## config.mk

```make
export PLATFORM = sky130hd
export DESIGN_NAME = routerOutputPort
export DESIGN_NICKNAME = d
export VERILOG_FILES = /design/src/verilog/routerPkg.sv /design/src/verilog/packetTimer.sv /design/src/verilog/switchArbiter.sv /design/src/verilog/flitBuffer.sv /design/src/verilog/outputCrossbar.sv /design/src/verilog/routerOutputPort.sv
export SDC_FILE = /design/constraint.sdc
export NUM_CORES = 2
export LEC_CHECK = 0
export BUFFER_PORTS_ARGS = -buffer_cell sky130_fd_sc_hd__buf_2
export CAP_MARGIN = 20
export CORE_MARGIN = 8
export CORE_UTILIZATION = 63
export DETAILED_ROUTE_END_ITERATION = 10
export PLACE_DENSITY = 0.81
export SLEW_MARGIN = 10
export SYNTH_ARGS = -nofsm -noshare
export SYNTH_HDL_FRONTEND = slang
export SYNTH_SLANG_ARGS = --single-unit
```

## constraint.sdc

```tcl
create_clock -name clk -period 8.9 [get_ports clk]
set_input_delay 0.445 -clock clk [delete_from_list [all_inputs] [get_ports clk]]
set_output_delay 0.445 -clock clk [all_outputs]
set_load 0.005 [all_outputs]
```

## src/verilog/routerPkg.sv

```systemverilog
`default_nettype none

package routerPkg;

  localparam int numPorts = 5;
  localparam int portWidth = 3;

  // port indices, which also give the priority rotation order.
  localparam int portL = 0;
  localparam int portN = 1;
  localparam int portE = 2;
  localparam int portW = 3;
  localparam int portS = 4;

  localparam int idWidth = 3;

  // flit ids are one-hot. A one-flit packet is a lone header.
  localparam logic [idWidth-1:0] flitHeader = 3'b001;
  localparam logic [idWidth-1:0] flitBody = 3'b010;
  localparam logic [idWidth-1:0] flitTail = 3'b100;

  localparam int flitWidth = 32;

  // the packet length sits in the low bits of the header data and counts every flit.
  localparam int lenWidth = 12;

  localparam int bufDepth = 16;

  localparam int stateWidth = 6;

  // one-hot arbiter states; bit 0 is idle, bits 1 to 5 follow port order.
  localparam logic [stateWidth-1:0] stateIdle = 6'b000001;
  localparam logic [stateWidth-1:0] stateL = 6'b000010;
  localparam logic [stateWidth-1:0] stateN = 6'b000100;
  localparam logic [stateWidth-1:0] stateE = 6'b001000;
  localparam logic [stateWidth-1:0] stateW = 6'b010000;
  localparam logic [stateWidth-1:0] stateS = 6'b100000;

endpackage

`default_nettype wire

```

## src/verilog/packetTimer.sv

```systemverilog
`timescale 1ns/10ps
`default_nettype none

module packetTimer
(
  input  logic clk,
  input  logic rst,
  input  logic [routerPkg::idWidth-1:0] headId,
  input  logic [routerPkg::lenWidth-1:0] length,
  input  logic runTimer,
  output logic timesUp
);
  import routerPkg::*;

  logic [lenWidth-1:0] latchedLength;
  logic [lenWidth-1:0] count;

  always_ff @(posedge clk)
  begin
    if (rst)
    begin
      latchedLength <= '0;
      count <= '0;
    end
    else
    begin
      // a header at the head carries the length of the packet about to be served.
      if (headId == flitHeader)
        latchedLength <= length;
      if (!runTimer)
        count <= '0;
      else
        count <= count + 1'b1;
    end
  end

  assign timesUp = (count == latchedLength);

  // the arbiter must release the port before the count runs past the packet.
  assert property (@(posedge clk) disable iff (rst) runTimer |-> count <= latchedLength)
    else $error("packet timer ran past its latched length");

endmodule

`default_nettype wire

```

## src/verilog/switchArbiter.sv

```systemverilog
`timescale 1ns/10ps
`default_nettype none

module switchArbiter
(
  input  logic clk,
  input  logic rst,
  input  logic [routerPkg::numPorts-1:0] req,
  input  logic [routerPkg::numPorts-1:0][routerPkg::idWidth-1:0] headId,
  input  logic [routerPkg::numPorts-1:0][routerPkg::lenWidth-1:0] headLength,
  output logic [routerPkg::numPorts-1:0] grant,
  output logic [routerPkg::numPorts-1:0] forward
);
  import routerPkg::*;

  logic [stateWidth-1:0] state;
  logic [stateWidth-1:0] nextState;
  logic [numPorts-1:0] runTimer;
  logic [numPorts-1:0] timesUp;

  function automatic logic [stateWidth-1:0] portState(input int port);
    case (port)
      portL: portState = stateL;
      portN: portState = stateN;
      portE: portState = stateE;
      portW: portState = stateW;
      portS: portState = stateS;
      default: portState = stateIdle;
    endcase
  endfunction

  // scans count ports from first onwards, wrapping around, and returns the state
  // of the first one that requests. With no requester the result is idle.
  function automatic logic [stateWidth-1:0] firstRequest
  (
    input logic [numPorts-1:0] request,
    input int first,
    input int count
  );
    int idx;
    firstRequest = stateIdle;
    for (int k = count - 1; k >= 0; k--)
    begin
      idx = (first + k) % numPorts;
      if (request[idx])
        firstRequest = portState(idx);
    end
  endfunction

  for (genvar p = 0; p < numPorts; p++)
  begin : genTimer
    packetTimer u_packetTimer
    (
      .clk(clk),
      .rst(rst),
      .headId(headId[p]),
      .length(headLength[p]),
      .runTimer(runTimer[p]),
      .timesUp(timesUp[p])
    );
  end

  always_ff @(posedge clk)
  begin
    if (rst)
      state <= stateIdle;
    else
      state <= nextState;
  end

  assign grant = state[stateWidth-1:1];

  always_comb
  begin
    runTimer = '0;
    nextState = stateIdle;
    if (state == stateIdle)
    begin
      nextState = firstRequest(req, portL, numPorts);
    end
    else
    begin
      for (int p = 0; p < numPorts; p++)
      begin
        if (grant[p])
        begin
          // the grant holds for the whole packet, then priority moves past this port.
          if (req[p] && !timesUp[p])
          begin
            runTimer[p] = 1'b1;
            nextState = state;
          end
          else
          begin
            nextState = firstRequest(req, p + 1, numPorts - 1);
          end
        end
      end
    end
  end

  assign forward = runTimer;

  assert property (@(posedge clk) disable iff (rst) $onehot(state))
    else $error("arbiter state is not one-hot: %b", state);

  // a grant starts at a packet boundary, so the granted head flit is a header.
  for (genvar p = 0; p < numPorts; p++)
  begin : genBoundary
    assert property (@(posedge clk) disable iff (rst)
      $rose(grant[p]) |-> headId[p] == flitHeader)
      else $error("port %0d granted without a header at its head", p);
  end

endmodule

`default_nettype wire

```

## src/verilog/flitBuffer.sv

```systemverilog
`timescale 1ns/10ps
`default_nettype none

module flitBuffer
#(
  parameter int depth = routerPkg::bufDepth
)
(
  input  logic clk,
  input  logic rst,
  input  logic wrValid,
  input  logic [routerPkg::idWidth-1:0] wrId,
  input  logic [routerPkg::flitWidth-1:0] wrData,
  input  logic pop,
  output logic req,
  output logic [routerPkg::idWidth-1:0] headId,
  output logic [routerPkg::flitWidth-1:0] headData
);
  import routerPkg::*;

  localparam int ptrWidth = $clog2(depth);
  localparam int countWidth = $clog2(depth + 1);

  logic [idWidth-1:0] idMem [depth];
  logic [flitWidth-1:0] dataMem [depth];
  logic [ptrWidth-1:0] rdPtr;
  logic [ptrWidth-1:0] wrPtr;
  logic [countWidth-1:0] count;
  logic full;
  logic doWrite;
  logic doPop;

  assign full = (count == countWidth'(depth));
  assign req = (count != '0);

  // a write into a full buffer is lost.
  assign doWrite = wrValid && !full;
  assign doPop = pop && req;

  always_ff @(posedge clk)
  begin
    if (doWrite)
    begin
      idMem[wrPtr] <= wrId;
      dataMem[wrPtr] <= wrData;
    end
  end

  always_ff @(posedge clk)
  begin
    if (rst)
    begin
      rdPtr <= '0;
      wrPtr <= '0;
      count <= '0;
    end
    else
    begin
      if (doWrite)
        wrPtr <= (wrPtr == ptrWidth'(depth - 1)) ? '0 : wrPtr + 1'b1;
      if (doPop)
        rdPtr <= (rdPtr == ptrWidth'(depth - 1)) ? '0 : rdPtr + 1'b1;
      if (doWrite && !doPop)
        count <= count + 1'b1;
      else if (doPop && !doWrite)
        count <= count - 1'b1;
    end
  end

  // an empty buffer shows no flit id, so no stale header reaches the timer.
  assign headId = req ? idMem[rdPtr] : '0;
  assign headData = dataMem[rdPtr];

  assert property (@(posedge clk) disable iff (rst) !(wrValid && full))
    else $error("write to a full flit buffer dropped");

  assert property (@(posedge clk) disable iff (rst) !(pop && !req))
    else $error("pop from an empty flit buffer");

endmodule

`default_nettype wire

```

## src/verilog/outputCrossbar.sv

```systemverilog
`timescale 1ns/10ps
`default_nettype none

module outputCrossbar
(
  input  logic clk,
  input  logic rst,
  input  logic [routerPkg::numPorts-1:0] forward,
  input  logic [routerPkg::numPorts-1:0][routerPkg::idWidth-1:0] headId,
  input  logic [routerPkg::numPorts-1:0][routerPkg::flitWidth-1:0] headData,
  output logic [routerPkg::numPorts-1:0] pop,
  output logic outValid,
  output logic [routerPkg::idWidth-1:0] outId,
  output logic [routerPkg::flitWidth-1:0] outData,
  output logic [routerPkg::portWidth-1:0] outPort
);
  import routerPkg::*;

  logic [idWidth-1:0] selId;
  logic [flitWidth-1:0] selData;
  logic [portWidth-1:0] selPort;

  // the flit taken from a buffer is exactly the one being forwarded.
  assign pop = forward;

  always_comb
  begin
    selId = '0;
    selData = '0;
    selPort = '0;
    for (int p = 0; p < numPorts; p++)
    begin
      if (forward[p])
      begin
        selId = headId[p];
        selData = headData[p];
        selPort = portWidth'(p);
      end
    end
  end

  always_ff @(posedge clk)
  begin
    if (rst)
      outValid <= 1'b0;
    else
      outValid <= |forward;
  end

  always_ff @(posedge clk)
  begin
    if (|forward)
    begin
      outId <= selId;
      outData <= selData;
      outPort <= selPort;
    end
  end

  assert property (@(posedge clk) disable iff (rst) $onehot0(forward))
    else $error("more than one input forwarded: %b", forward);

endmodule

`default_nettype wire

```

## src/verilog/routerOutputPort.sv

```systemverilog
`timescale 1ns/10ps
`default_nettype none

module routerOutputPort
(
  input  logic clk,
  input  logic rst,
  input  logic [routerPkg::numPorts-1:0] inValid,
  input  logic [routerPkg::numPorts-1:0][routerPkg::idWidth-1:0] inId,
  input  logic [routerPkg::numPorts-1:0][routerPkg::flitWidth-1:0] inData,
  output logic outValid,
  output logic [routerPkg::idWidth-1:0] outId,
  output logic [routerPkg::flitWidth-1:0] outData,
  output logic [routerPkg::portWidth-1:0] outPort
);
  import routerPkg::*;

  logic [numPorts-1:0] req;
  logic [numPorts-1:0] forward;
  logic [numPorts-1:0] pop;
  logic [numPorts-1:0][idWidth-1:0] headId;
  logic [numPorts-1:0][flitWidth-1:0] headData;
  logic [numPorts-1:0][lenWidth-1:0] headLength;

  for (genvar p = 0; p < numPorts; p++)
  begin : genInput
    flitBuffer
    #(
      .depth(bufDepth)
    )
    u_flitBuffer
    (
      .clk(clk),
      .rst(rst),
      .wrValid(inValid[p]),
      .wrId(inId[p]),
      .wrData(inData[p]),
      .pop(pop[p]),
      .req(req[p]),
      .headId(headId[p]),
      .headData(headData[p])
    );

    // the timer reads the length field straight from the head flit.
    assign headLength[p] = headData[p][lenWidth-1:0];
  end

  switchArbiter u_switchArbiter
  (
    .clk(clk),
    .rst(rst),
    .req(req),
    .headId(headId),
    .headLength(headLength),
    .grant(),
    .forward(forward)
  );

  outputCrossbar u_outputCrossbar
  (
    .clk(clk),
    .rst(rst),
    .forward(forward),
    .headId(headId),
    .headData(headData),
    .pop(pop),
    .outValid(outValid),
    .outId(outId),
    .outData(outData),
    .outPort(outPort)
  );

endmodule

`default_nettype wire

```

==> results.md <==
- Across every metal layer, demand over resource in global routing totals 31.6%.
- TritonCTS built the clock tree.
- In this run the static leakage power is 0.0416 uW.
- Summed over all nets, the switching power comes to 8350 uW.
- The number of vias per cell after detailed routing is 7.01.
- The final number of hold-violating endpoints is 0.
- The total nets after synthesis is 5,619.
- The largest clock skew in the final design is 0.0468 ns.
- The count of input and output buffers is 220.
- The number of max-cap violations is 0.
- Cells with a size suffix above 1 make up 28.2% of the layout.
- Across all hold checks on the routed design, the worst slack comes to 0.176 ns.
- The number of setup violations in the final report is 0.
- In this run the tightest slew margin relative to its limit is 26.3%.
- The arrival time of the worst setup path is 5.35 ns.
- In the final design database the tool counted 6,163 nets.
- Measured along the x axis, the die boundary spans 448 um.
- The synthesized design devotes to its leading area cell type 72.5% of total area.
- A synthesized cell averages 21.9 um^2.
- CTS built an H-tree with a depth of 5.
- Per report_power, the clock group accounts for 37.5% of the total.
- After global routing the overflow that remains totals 0.
- The register area share after synthesis is 76.1%.
- The transition time of the tightest slew-check pin is 1.11 ns.
- The number of inserted filler cells in the final layout is 9,989.
- The global-route wire length before repair is 450 mm.
- The final instance area is 133,000 um^2.
- The number of vias after detailed routing is 60,587.
- The buffer cell driving the clock tree root is sky130_fd_sc_hd__clkbuf_16.
- Detailed placement finished with a half-perimeter wire length of 165 mm.
- Setup repair after global routing left no endpoint under its margin.
- Leaving out fill and tap cells, the most frequent cells in the layout are sky130_fd_sc_hd__edfxtp_1 (2,838), sky130_fd_sc_hd__mux4_2 (866), sky130_fd_sc_hd__clkbuf_16 (315), sky130_fd_sc_hd__buf_2 (219), sky130_fd_sc_hd__dfxtp_1 (192).
- The maximum fanout encountered on the critical timing path is 43.
- The number of global-route vias before repair is 62,399.
- The area growth from synthesis to layout is 13.4%.
- The number of clock buffers added by TritonCTS is 307.
- Sorting the synthesized cells by area gives the leading types as sky130_fd_sc_hd__edfxtp_1 (72%), sky130_fd_sc_hd__mux4_2 (17%), sky130_fd_sc_hd__dfxtp_1 (3.6%).
- STA classifies the critical path startpoint as a flip-flop.
- The number of pins with negative max-slew slack in the final report is 0.
- The largest net degree at the start of global routing is 81.
- The clock net in this run drives a total of 3,050 sinks.
- The post-detailed-route DRC marker count is 0.
- 221 I/O pins were placed.
- The setup TNS is 0 ns.
- The top flip-flop cell by instance count after synthesis is sky130_fd_sc_hd__edfxtp_1.
- The clock period minus final worst setup slack is 4.51 ns.
- The sequential fraction of design power is 50.2%.
- The die outline area is 201,000 um^2.
- The multi-input gate area in the final layout is 27,300 um^2.
- The later pin in the worst-skew pair is clocked with a latency of 0.94 ns.
- The sequential cell area is 89,500 um^2.
- The startpoint identified for the worst register-to-register timing path is genInput[1].u_flitBuffer.count[1].
- For this run, the detailed router's first-pass iteration total came to 7.
- The combinational group share of total power is 12.2%.
- The number of antenna violations at the first check in global routing is 37.
- Power spread over the standard cell area amounts to 251 nW/um^2.
- The detail route stage leaves a number of antenna-violating nets equal to 0.
- Row generation in the floorplan step produced 158 rows.
- The total of cells resized after clock tree synthesis is 0.
- In this run the standard cell core region covers 185,000 um^2.
- The maximum root-to-sink buffer count is 4.
- The synthesis warning total is 0.
- The iteration-0 DRC count of the detailed router is 8,754.
- Tracing the worst setup path back leads to its startpoint at genInput[1].u_flitBuffer.count[1].
- The worst-case vdd ir drop is 0.000224 V.
- The run finished with clean final reports.
- The post-synthesis sequential element count is 3,050.
- The start point of the worst hold path is inValid[2].
- The final clock period utilization by the worst path is 50.6%.
- The mapped cell area is 118,000 um^2.
- The congestion estimate from routability-driven global placement came to 0.890.
- The total power consumption of the routed design is 33,500 uW.
- The internal power of the cells is 25,200 uW.
- Leaving out fill and tap cells, the most frequent cell in the layout is sky130_fd_sc_hd__edfxtp_1.
- The cell type contributing the most total cell area after synthesis is sky130_fd_sc_hd__edfxtp_1.
- After detailed routing, the average wire length per cell comes to 36.9 um.
- The number of distinct library cell variants in the gate-level netlist after synthesis is 64.
- After detailed placement, the total cell area comes to 122,000 um^2.
- STA classifies the critical path endpoint as a flip-flop.
- The switching part of the total is 24.9%.
- The type of the worst min-delay path is in2reg.
- Once the floorplan was initialized, standard cells occupied 63.4% of the core.
- The category of the critical setup timing path is reg2reg.
- The height of the chip is 448 um.
- The worst endpoint required time is 9.74 ns.
- The CTS clock-pin slew for the worst setup and hold paths is 0.07 ns.
- The maximum operating frequency is 0.222 GHz.
- The number of flops mapped to enable cells by yosys is 2,838.
- Counting flops with an async set or reset pin after synthesis yields a share of 0%.
- The number of instances in the synthesized netlist is 5,380.
- The final layout contains routed wiring with a total length of 319 mm.
## cell families after synthesis
| family | after synthesis | synth area share (%) |
|---|---|---|
| buffers and inverters | 321 | 1.22 |
| xor gates and xnor gates | 152 | 1.13 |
| AOI/OAI and AO/OA | 245 | 1.29 |
| muxes | 937 | 17.2 |
| DFF | 3050 | 76.1 |
| and+or+nand+nor | 618 | 2.43 |
| adders and majority gates | 57 | 0.638 |
## worst paths after layout
kind	cells past startpoint	to	slack, ns
worst min-delay path	4	genInput[2].u_flitBuffer.wrPtr[0]	0.18
worst max-delay path	13	genInput[1].u_flitBuffer.count[4]	4.39
worst min register to register	1	flip-flop	0.49
worst max register to register	13	genInput[1].u_flitBuffer.count[4]	4.39
## power groups by stage
stage                     Clock [uW]  Combinational (uW)  Sequential [uW]
final                          12600                4100            16800
after global routing           13200                4280            16900
after CTS                      12600                4030            16800
after detailed placement           0                3840            17100
after global placement             0                3720            17100
after floorplan                    0                2490            16800
## stage by stage
| step | std cells | setup slack (ns) | util (%) |
|---|---|---|---|
| after floorplan | 5380 | 4.85 | - |
| after CTS | 8619 | 4.30 | 71.9 |
| after global placement | 7917 | 4.47 | 65.8 |
| final | 8644 | 4.39 | 71.9 |
| after global routing | 8633 | 4.06 | 71.9 |
| after detailed placement | 7918 | 4.44 | 65.8 |
## timing repair
item,4_1_cts,5_1_grt
hold buffers,176,0
buffers inserted,0,0
hold endpoints to repair,2822,0
## Yosys cell counts (5+ instances only)
cell	n
sky130_fd_sc_hd__buf_2	84
sky130_fd_sc_hd__o21ai_1	9
sky130_fd_sc_hd__nor2b_1	12
sky130_fd_sc_hd__and3_1	26
sky130_fd_sc_hd__clkbuf_1	155
sky130_fd_sc_hd__a21o_1	29
sky130_fd_sc_hd__o21ai_0	39
sky130_fd_sc_hd__inv_1	31
sky130_fd_sc_hd__mux4_2	866
sky130_fd_sc_hd__xor2_1	85
sky130_fd_sc_hd__a31oi_1	18
sky130_fd_sc_hd__nand2_1	115
sky130_fd_sc_hd__buf_6	10
sky130_fd_sc_hd__nand4_1	43
sky130_fd_sc_hd__edfxtp_1	2838
sky130_fd_sc_hd__mux2i_1	69
sky130_fd_sc_hd__dfxtp_1	212
sky130_fd_sc_hd__nor4_1	11
sky130_fd_sc_hd__nand2b_1	15
sky130_fd_sc_hd__fa_1	5
sky130_fd_sc_hd__inv_2	5
sky130_fd_sc_hd__buf_1	31
sky130_fd_sc_hd__o211ai_1	10
sky130_fd_sc_hd__ha_1	52
sky130_fd_sc_hd__a21oi_1	88
sky130_fd_sc_hd__nor3_1	42
sky130_fd_sc_hd__a211oi_1	10
sky130_fd_sc_hd__a21boi_1	6
sky130_fd_sc_hd__nand3_1	74
sky130_fd_sc_hd__nor2_1	250
sky130_fd_sc_hd__a2bb2oi_1	8
sky130_fd_sc_hd__xnor2_1	67
sky130_fd_sc_hd__or3_1	15
## flip-flops by register name (all words and copies together), names as in the netlist, named ones only
register and cells:
u_switchArbiter.genTimer.u_packetTimer.count 60, u_switchArbiter.state 6, genInput.u_flitBuffer.count 25, u_outputCrossbar.outData 32, u_outputCrossbar.outId 3, u_switchArbiter.genTimer.u_packetTimer.latchedLength 60, genInput.u_flitBuffer.dataMem 2560, genInput.u_flitBuffer.idMem 240
u_outputCrossbar.outPort 3, genInput.u_flitBuffer.wrPtr 20, u_outputCrossbar.outValid 1, genInput.u_flitBuffer.rdPtr 20
## worst max-delay path, stage by stage, from the launching register on
cell                      delay, ns
sky130_fd_sc_hd__dfxtp_1       0.34
sky130_fd_sc_hd__nor4_1        0.46
sky130_fd_sc_hd__nor2b_1       0.56
sky130_fd_sc_hd__nor2_1        0.09
sky130_fd_sc_hd__and2_2        0.50
sky130_fd_sc_hd__inv_2         0.79
sky130_fd_sc_hd__ha_1          0.36
sky130_fd_sc_hd__inv_1         0.13
sky130_fd_sc_hd__ha_1          0.32
sky130_fd_sc_hd__a21o_1        0.18
sky130_fd_sc_hd__a21oi_1       0.18
sky130_fd_sc_hd__xnor2_1       0.09
sky130_fd_sc_hd__or3_1         0.30
sky130_fd_sc_hd__a21oi_1       0.13
## area by class of cell
| class | instances | area share [%] |
|---|---|---|
| clock inverter | 146 | 0.999 |
| multi-input combinational | 2009 | 20.4 |
| tap | 2480 | 2.33 |
| sequential | 3050 | 67.1 |
| antenna | 24 | 0.0450 |
| inverter | 37 | 0.104 |
| timing repair buffer | 519 | 2.85 |
| clock buffer | 379 | 6.11 |
## per-layer routing
metal	track usage, %	part of all wire, %	vias up
met5	0	0.036	-
li1	-	-	23483
met1	39.2	32	31283
met2	51.7	50	4793
met3	7.43	11	1010
met4	18.2	7.0	18
Note: power is estimated with default switching activity, not from simulation.
